==> src/design/sme_settings.svh <==
`ifndef SME_SETTINGS_SVH
`define SME_SETTINGS_SVH

// Character and buffer sizing
`define SME_CHAR_W     8
`define SME_STR_MAX    32
`define SME_PAT_MAX    8

// Index widths cover one past the last slot
`define SME_STR_IDX_W  6
`define SME_PAT_IDX_W  4

// Pattern metacharacters
`define SME_CH_HAT     8'h5E
`define SME_CH_DOLLAR  8'h24
`define SME_CH_DOT     8'h2E

// Word separator used by both anchors
`define SME_CH_SPACE   8'h20

`endif

==> src/design/sme_pkg.sv <==
`default_nettype none

package sme_pkg;

    `include "sme_settings.svh"

    typedef logic [`SME_CHAR_W-1:0]    char_t;
    typedef logic [`SME_STR_IDX_W-1:0] str_idx_t;
    typedef logic [`SME_PAT_IDX_W-1:0] pat_idx_t;

    // Decoded pattern element
    typedef enum logic [1:0]
    {
        ELEM_LITERAL,
        ELEM_ANY,
        ELEM_LINE_START,
        ELEM_LINE_END
    } elem_kind_e;

    typedef enum logic [1:0]
    {
        ST_LOAD,
        ST_SEARCH,
        ST_DONE
    } search_state_e;

    // String as seen at the current string pointer
    typedef struct packed
    {
        char_t cur_char;
        char_t prev_char;
        logic  at_start;
        logic  at_end;
    } str_view_t;

    typedef struct packed
    {
        logic hit;
        logic consume;
    } elem_result_t;

endpackage

`default_nettype wire

==> src/design/sme_char_store.sv <==
`timescale 1ns/10ps
`default_nettype none

`include "sme_settings.svh"

module sme_char_store
(
    input  logic                   clk,
    input  logic                   reset,
    input  sme_pkg::char_t         chardata,
    input  logic                   isstring,
    input  logic                   ispattern,
    input  sme_pkg::search_state_e state,
    input  sme_pkg::str_idx_t      str_ptr,
    input  sme_pkg::pat_idx_t      pat_ptr,
    output sme_pkg::char_t         cur_char,
    output sme_pkg::char_t         prev_char,
    output sme_pkg::char_t         pat_char,
    output sme_pkg::str_idx_t      str_len,
    output sme_pkg::pat_idx_t      pat_len,
    output logic                   job_start
);
    import sme_pkg::*;

    localparam int       STR_AW  = $clog2(`SME_STR_MAX);
    localparam int       PAT_AW  = $clog2(`SME_PAT_MAX);
    localparam str_idx_t STR_CAP = str_idx_t'(`SME_STR_MAX);
    localparam pat_idx_t PAT_CAP = pat_idx_t'(`SME_PAT_MAX);

    char_t    str_mem [`SME_STR_MAX];
    char_t    pat_mem [`SME_PAT_MAX];
    logic     str_wr;
    logic     pat_wr;
    logic     prev_str;
    logic     prev_pat;
    logic     str_room;
    logic     pat_room;
    str_idx_t str_wr_idx;
    pat_idx_t pat_wr_idx;
    str_idx_t prev_ptr;

    // =========================================================================
    // Write side
    // =========================================================================
    assign str_wr = (state == ST_LOAD) && isstring;
    assign pat_wr = (state == ST_LOAD) && ispattern;

    // First byte of a run goes to slot zero
    assign str_wr_idx = prev_str ? str_len : '0;
    assign pat_wr_idx = prev_pat ? pat_len : '0;
    assign str_room   = str_wr_idx < STR_CAP;
    assign pat_room   = pat_wr_idx < PAT_CAP;

    always_ff @(posedge clk or posedge reset)
    begin
        if (reset)
        begin
            prev_str <= 1'b0;
            prev_pat <= 1'b0;
            str_len  <= '0;
            pat_len  <= '0;
        end
        else
        begin
            prev_str <= str_wr;
            prev_pat <= pat_wr;
            if (str_wr && str_room)
                str_len <= str_wr_idx + 1'b1;
            if (pat_wr && pat_room)
                pat_len <= pat_wr_idx + 1'b1;
        end
    end

    always_ff @(posedge clk)
    begin
        if (str_wr && str_room)
            str_mem[str_wr_idx[STR_AW-1:0]] <= chardata;
        if (pat_wr && pat_room)
            pat_mem[pat_wr_idx[PAT_AW-1:0]] <= chardata;
    end

    // Pattern run just ended and the bus is idle
    assign job_start = (state == ST_LOAD) && prev_pat && !isstring && !ispattern;

    // =========================================================================
    // Read side
    // =========================================================================
    assign prev_ptr = str_ptr - 1'b1;

    // Zero outside the stored text
    assign cur_char  = (str_ptr < str_len) ? str_mem[str_ptr[STR_AW-1:0]] : '0;
    assign prev_char = ((str_ptr != '0) && (str_ptr <= str_len)) ?
                       str_mem[prev_ptr[STR_AW-1:0]] : '0;
    assign pat_char  = (pat_ptr < pat_len) ? pat_mem[pat_ptr[PAT_AW-1:0]] : '0;

endmodule

`default_nettype wire

==> src/design/sme_elem_compare.sv <==
`timescale 1ns/10ps
`default_nettype none

`include "sme_settings.svh"

module sme_elem_compare
(
    input  sme_pkg::str_view_t    view,
    input  sme_pkg::char_t        pat_char,
    output sme_pkg::elem_result_t result
);
    import sme_pkg::*;

    elem_kind_e kind;
    logic       cur_space;
    logic       prev_space;

    // Opcode decode
    always_comb
    begin
        case (pat_char)
            `SME_CH_DOT:    kind = ELEM_ANY;
            `SME_CH_HAT:    kind = ELEM_LINE_START;
            `SME_CH_DOLLAR: kind = ELEM_LINE_END;
            default:        kind = ELEM_LITERAL;
        endcase
    end

    assign cur_space  = view.cur_char == `SME_CH_SPACE;
    assign prev_space = view.prev_char == `SME_CH_SPACE;

    always_comb
    begin
        result.hit     = 1'b0;
        result.consume = 1'b0;
        case (kind)
            ELEM_LITERAL:
            begin
                result.hit     = !view.at_end && (view.cur_char == pat_char);
                result.consume = 1'b1;
            end
            ELEM_ANY:
            begin
                result.hit     = !view.at_end;
                result.consume = 1'b1;
            end
            // Anchors are zero width
            ELEM_LINE_START:
            begin
                result.hit = view.at_start || prev_space;
            end
            ELEM_LINE_END:
            begin
                result.hit = view.at_end || cur_space;
            end
        endcase
    end

endmodule

`default_nettype wire

==> src/design/sme_search_ctrl.sv <==
`timescale 1ns/10ps
`default_nettype none

module sme_search_ctrl
(
    input  logic                   clk,
    input  logic                   reset,
    input  logic                   job_start,
    input  sme_pkg::char_t         cur_char,
    input  sme_pkg::char_t         prev_char,
    input  sme_pkg::char_t         pat_char,
    input  sme_pkg::str_idx_t      str_len,
    input  sme_pkg::pat_idx_t      pat_len,
    input  sme_pkg::elem_result_t  elem,
    output sme_pkg::str_view_t     view,
    output sme_pkg::search_state_e state,
    output sme_pkg::str_idx_t      str_ptr,
    output sme_pkg::pat_idx_t      pat_ptr,
    output logic                   valid,
    output logic                   match,
    output sme_pkg::str_idx_t      match_index
);
    import sme_pkg::*;

    str_idx_t frame_ptr;
    logic     last_elem;
    logic     found;
    logic     last_frame;

    // =========================================================================
    // String view at the string pointer
    // =========================================================================
    always_comb
    begin
        view.cur_char  = cur_char;
        view.prev_char = prev_char;
        view.at_start  = str_ptr == '0;
        view.at_end    = str_ptr == str_len;
    end

    // =========================================================================
    // Search decisions
    // =========================================================================
    assign last_elem  = pat_ptr == (pat_len - 1'b1);

    assign found      = elem.hit && last_elem;
    assign last_frame = frame_ptr == str_len;

    // =========================================================================
    // Job FSM and pointers
    // =========================================================================
    always_ff @(posedge clk or posedge reset)
    begin
        if (reset)
        begin
            state       <= ST_LOAD;
            frame_ptr   <= '0;
            str_ptr     <= '0;
            pat_ptr     <= '0;
            match       <= 1'b0;
            match_index <= '0;
        end
        else
        begin
            case (state)
                ST_LOAD:
                begin
                    if (job_start)
                    begin
                        state     <= ST_SEARCH;
                        frame_ptr <= '0;
                        str_ptr   <= '0;
                        pat_ptr   <= '0;
                    end
                end
                ST_SEARCH:
                begin
                    if (found)
                    begin
                        state       <= ST_DONE;
                        match       <= 1'b1;
                        match_index <= frame_ptr;
                    end
                    else if (elem.hit)
                    begin
                        pat_ptr <= pat_ptr + 1'b1;
                        str_ptr <= str_ptr + str_idx_t'(elem.consume);
                    end
                    else if (last_frame)
                    begin
                        // Every start position tried
                        state <= ST_DONE;
                        match <= 1'b0;
                    end
                    else
                    begin
                        // Retry from the next start position
                        frame_ptr <= frame_ptr + 1'b1;
                        str_ptr   <= frame_ptr + 1'b1;
                        pat_ptr   <= '0;
                    end
                end
                ST_DONE:
                begin
                    state <= ST_LOAD;
                    match <= 1'b0;
                end
                default:
                begin
                    state <= ST_LOAD;
                end
            endcase
        end
    end

    // Result is presented for the single DONE cycle
    assign valid = state == ST_DONE;

endmodule

`default_nettype wire

==> src/design/sme_top.sv <==
`timescale 1ns/10ps
`default_nettype none

module sme_top
(
    input  logic              clk,
    input  logic              reset,
    input  sme_pkg::char_t    chardata,
    input  logic              isstring,
    input  logic              ispattern,
    output logic              valid,
    output logic              match,
    output sme_pkg::str_idx_t match_index
);
    import sme_pkg::*;

    search_state_e state;
    str_idx_t      str_ptr;
    str_idx_t      str_len;
    pat_idx_t      pat_ptr;
    pat_idx_t      pat_len;
    char_t         cur_char;
    char_t         prev_char;
    char_t         pat_char;
    logic          job_start;
    str_view_t     view;
    elem_result_t  elem;

    // String and pattern buffers
    sme_char_store u_store
    (
        .clk       (clk),
        .reset     (reset),
        .chardata  (chardata),
        .isstring  (isstring),
        .ispattern (ispattern),
        .state     (state),
        .str_ptr   (str_ptr),
        .pat_ptr   (pat_ptr),
        .cur_char  (cur_char),
        .prev_char (prev_char),
        .pat_char  (pat_char),
        .str_len   (str_len),
        .pat_len   (pat_len),
        .job_start (job_start)
    );

    sme_search_ctrl u_ctrl
    (
        .clk         (clk),
        .reset       (reset),
        .job_start   (job_start),
        .cur_char    (cur_char),
        .prev_char   (prev_char),
        .pat_char    (pat_char),
        .str_len     (str_len),
        .pat_len     (pat_len),
        .elem        (elem),
        .view        (view),
        .state       (state),
        .str_ptr     (str_ptr),
        .pat_ptr     (pat_ptr),
        .valid       (valid),
        .match       (match),
        .match_index (match_index)
    );

    // One element evaluated per search cycle
    sme_elem_compare u_cmp
    (
        .view     (view),
        .pat_char (pat_char),
        .result   (elem)
    );

endmodule

`default_nettype wire

==> config.mk <==
export PLATFORM = sky130hd
export DESIGN_NAME = sme_top
export DESIGN_NICKNAME = d
export VERILOG_FILES = /design/src/design/sme_pkg.sv /design/src/design/sme_char_store.sv /design/src/design/sme_elem_compare.sv /design/src/design/sme_search_ctrl.sv /design/src/design/sme_top.sv
export VERILOG_INCLUDE_DIRS = /design/src /design/src/design
export SDC_FILE = /design/constraint.sdc
export NUM_CORES = 1
export LEC_CHECK = 0
export BUFFER_PORTS_ARGS = -buffer_cell sky130_fd_sc_hd__clkbuf_2
export CAP_MARGIN = 10
export CORE_MARGIN = 3
export CORE_UTILIZATION = 30
export DETAILED_ROUTE_END_ITERATION = 16
export SLEW_MARGIN = 20
export SYNTH_ARGS = -nofsm -noshare
export SYNTH_HDL_FRONTEND = slang
export SYNTH_HIERARCHICAL = 1
export SYNTH_SLANG_ARGS = --single-unit
==> constraint.sdc <==
create_clock -name clk -period 7.7 [get_ports clk]
set_clock_uncertainty 0.05 [all_clocks]
set_input_delay 1.925 -clock clk [delete_from_list [all_inputs] [get_ports clk]]
set_output_delay 1.925 -clock clk [all_outputs]
set_load 0.02 [all_outputs]
==> results.py <==
metrics = {
    "power": {
        "p_sw_w": 0.00243,
        "power_frac_seq_pct": 34.6,
        "power.leakage_nw": 6.22,
        "combPwrFrac_pct": 38.5,
        "p_sw_share_pct": 35.1,
        "power.total_w": 0.00692,
        "peakVddDrop_v": 0.000162,
        "p_int_w": 0.00449,
        "power_density_nw_per_um2": 354,
        "p_clk_share_pct": 26.9,
    },
    "cts": {
        "clock_sinks": 357,
        "cts_resized": 0,
        "post-cts-setup-buffer-count": 0,
        "clk_pin_slew_worst_paths_ns": 0.06,
        "tritoncts": "done",
        "numCtsBuffers": 40,
        "postCtsHoldBufs": 0,
        "cts_root_buffer": "clkbuf_16",
        "clockBufferDepth": 3,
        "htree_levels": 2,
        "insertion_delay_ns": 0.57,
    },
    "synth": {
        "ys.flop_type": "edfxtp_1",
        "synth_fp_nets": 1145,
        "synth_seq_cells": 357,
        "synth.distinct_cells": 59,
        "yosys_warnings": 6,
        "netlist_area_um2": 17500,
        "postSynthCellCount": 1113,
        "async_flop_share_pct": 10.4,
        "ys_seq_area_share_pct": 60.3,
        "avgSynthCellArea_um2": 15.7,
        "synth_edf_count": 320,
    },
    "worst_setup_path": {
        "regToRegEndpoint": "u_ctrl/str_ptr[5]",
        "crit_required_ns": 8.10,
        "crit_arrival_ns": 6.78,
        "criticalPathCategory": "flop to flop",
        "cp-end-kind": "flop",
        "start_kind": "flop",
        "crit_path_max_fanout": 39,
        "r2r_start": "u_ctrl/str_ptr[1]",
        "r2r_slack_ns": 1.32,
        "rr_worst_depth": 16,
    },
    "hold_path": {
        "hp-start": "u_ctrl/match_index[1]",
        "min_path_type": "flop to flop",
        "hold_end": "u_ctrl/match_index[1]",
        "hold_depth": 1,
    },
    "timing": {
        "worstMarginPinSlew_ns": 1.11,
        "setup_slack_ns": 1.32,
        "whs_ns": 0.456,
        "relSlewSlack_pct": 25.4,
        "max_freq_mhz": 157,
        "finalCritPeriodShare_pct": 82.8,
        "setup_tns_ns": 0,
        "setup_viol": 0,
        "drv_slew": 0,
        "fin_crit_ns": 6.38,
        "rsz0062_at_grt": "false",
        "hold_viol_final": 0,
    },
    "place": {
        "io_buffers": 19,
        "place.gp.congestion": 0.833,
        "post-place-ws_ns": 1.18,
        "place_hpwl_um": 28200,
    },
    "status": {
        "status": "finished clean",
    },
    "finish": {
        "final_core_util_pct": 34.3,
        "area_delta_synth_final_pct": 11.8,
        "final_nets": 1142,
        "layout-drive-gt1-share_pct": 23.3,
        "antennaDiodeCount": 0,
        "multi_input_area_um2": 6420,
        "final-seq-area_um2": 10500,
        "fillCellCount": 5475,
    },
    "floorplanning": {
        "core_um2": 57000,
        "chipWidth_um": 247,
        "dieArea_um2": 61200,
        "floorplan.initialDensity_pct": 30.6,
        "core.rowCount": 87,
        "die_h_um": 247,
        "pin_count": 20,
    },
    "routing": {
        "routedWlPerCell_um": 23.0,
        "drt-total-wl_um": 43600,
        "via_per_inst": 5.39,
        "drt_iter0_drc": 879,
        "first_pass_iters": 5,
        "remaining_drc_errors": 0,
        "ant_nets": 0,
        "vias": 10221,
    },
    "flow_run": {
        "drv_cap": 0,
    },
    "global_route": {
        "grt_pass1_wl_um": 66800,
        "grt_max_degree": 60,
        "grt_pass1_vias": 10454,
        "antenna_found_initial": 0,
        "grt_util_all_layers_pct": 14.4,
        "grt_overflow": 0,
    },
}
==> worst max-delay path: stages, from the launching register on <==
cell and delay, ns:
dfrtp_4 0.82, clkinv_1 0.47, ha_2 0.78, buf_12 0.32
mux4_2 0.36, a21boi_1 0.18, nor4_1 0.67, o22ai_1 0.20
nor4b_1 0.32, nand2_1 0.20, a31oi_1 0.21, o32a_1 0.17
buf_4 0.22, nand4b_1 0.17, o21ai_1 0.26, or2_2 0.48
a221oi_1 0.32
==> cells in the final DEF (no fill, tap or decap), types with 14 or more instances in the layout <==
cell type and instances:
edfxtp_1 320, mux4_2 148, nand2_1 93, nor2_1 58, clkbuf_16 41, a21oi_1 38
inv_1 34, dfrtp_1 34, nor2b_1 26, xnor2_1 24, o22ai_1 23, clkbuf_2 19
nor4_1 19, ha_1 19, a21boi_1 18, nand3_1 17, o21ai_0 16, a21boi_0 16
buf_4 14
==> through the flow <==
stage                     instance area, um2  instances
after global placement                 18200       1824
final                                  19500       1895
after floorplan                        17500       1113
after CTS                              19500       1895
after detailed placement               18200       1824
after global routing                   19500       1895
==> routing by layer <==
metal	routed length (um)	track usage [%]	vias to the layer above
met5	0	0	-
met2	21200	23.7	342
met4	1110	4.77	0
li1	-	-	4410
met1	19000	19.6	5401
met3	2370	2.48	68
==> synthesized netlist by cell type (all sizes together) (2+ instances only) <==
master / number / area, um2
o22ai: 23 / 144
edfxtp: 320 / 9610
a21oi: 39 / 195
xor2: 5 / 43.8
o22a: 2 / 17.5
inv: 34 / 128
dfrtp: 37 / 926
a22oi: 3 / 22.5
a211oi: 3 / 22.5
or4: 4 / 30.0
o2bb2ai: 2 / 17.5
and2: 2 / 12.5
and2b: 7 / 55.1
nor3b: 3 / 22.5
a31oi: 2 / 12.5
buf: 56 / 352
nor2: 61 / 236
a41oi: 2 / 32.5
nand2: 93 / 349
nand3: 17 / 85.1
nor4b: 4 / 35.0
nand2b: 9 / 56.3
mux4: 148 / 3330
a211o: 2 / 17.5
a21o: 6 / 45.0
o31ai: 8 / 60.1
o21ai: 17 / 85.1
mux2: 7 / 78.8
xnor2: 24 / 210
a21boi: 34 / 255
clkbuf: 23 / 86.3
nor3: 11 / 55.1
mux2i: 9 / 90.1
and3: 5 / 31.3
nand4: 7 / 43.8
nor4: 20 / 125
nor2b: 26 / 163
ha: 20 / 250
or3: 4 / 30.0
clkinv: 2 / 7.51
==> kinds of logic (layout without fill, tap and decap cells) <==
family / Yosys count / count (layout) / synth area share (%)
mux: 164 / 164 / 20.0
simple gates: 278 / 278 / 7.89
flops: 357 / 357 / 60.3
fa+ha+maj: 20 / 20 / 1.43
buf+inv: 115 / 141 / 3.28
xor+xnor: 29 / 29 / 1.45
compound gates: 150 / 150 / 5.65
==> area by class of cell <==
cell class / instances / share of cell area [%]
inverters: 36 / 0.692
multi-input cells: 641 / 32.9
well taps: 756 / 4.84
clock buffers: 57 / 5.76
flip-flops and latches: 357 / 54.0
repair buffers: 34 / 1.13
clock inverters: 14 / 0.762
==> power groups by stage <==
| stage | logic, W | registers (W) | clock network, W |
|---|---|---|---|
| after detailed placement | 0.00263 | 0.00244 | 0 |
| after global placement | 0.00261 | 0.00243 | 0 |
| after CTS | 0.00264 | 0.00240 | 0.00191 |
| final | 0.00267 | 0.00240 | 0.00186 |
| after global routing | 0.00285 | 0.00242 | 0.00198 |
| after floorplan | 0.00212 | 0.00233 | 0 |
==> how the worst max path moves through the flow <==
| stage | from | endpoint | slack (ns) |
|---|---|---|---|
| 2_1_floorplan | u_ctrl/str_ptr[0] | u_ctrl/str_ptr[5] | 2.84 |
| 3_3_place_gp | u_ctrl/str_ptr[1] | u_ctrl/str_ptr[5] | 1.32 |
| 3_5_place_dp | u_ctrl/str_ptr[1] | u_ctrl/str_ptr[5] | 1.18 |
| 4_1_cts | u_ctrl/str_ptr[1] | u_ctrl/str_ptr[5] | 1.14 |
| 5_1_grt | u_ctrl/str_ptr[1] | u_ctrl/str_ptr[3] | 0.99 |
| 6_report | u_ctrl/str_ptr[1] | u_ctrl/str_ptr[5] | 1.32 |
==> registers in the layout, indices dropped and copies added, names as in the netlist <==
signal,count
u_store/str_mem,256
u_store/pat_mem,64
u_ctrl/frame_ptr,6
u_ctrl/match_index,6
u_ctrl/str_ptr,6
u_store/str_len,6
u_ctrl/pat_ptr,4
u_store/pat_len,4
u_ctrl/state,2
u_ctrl/match,1
u_store/prev_pat,1
u_store/prev_str,1
(Power assumes the default switching activity.)
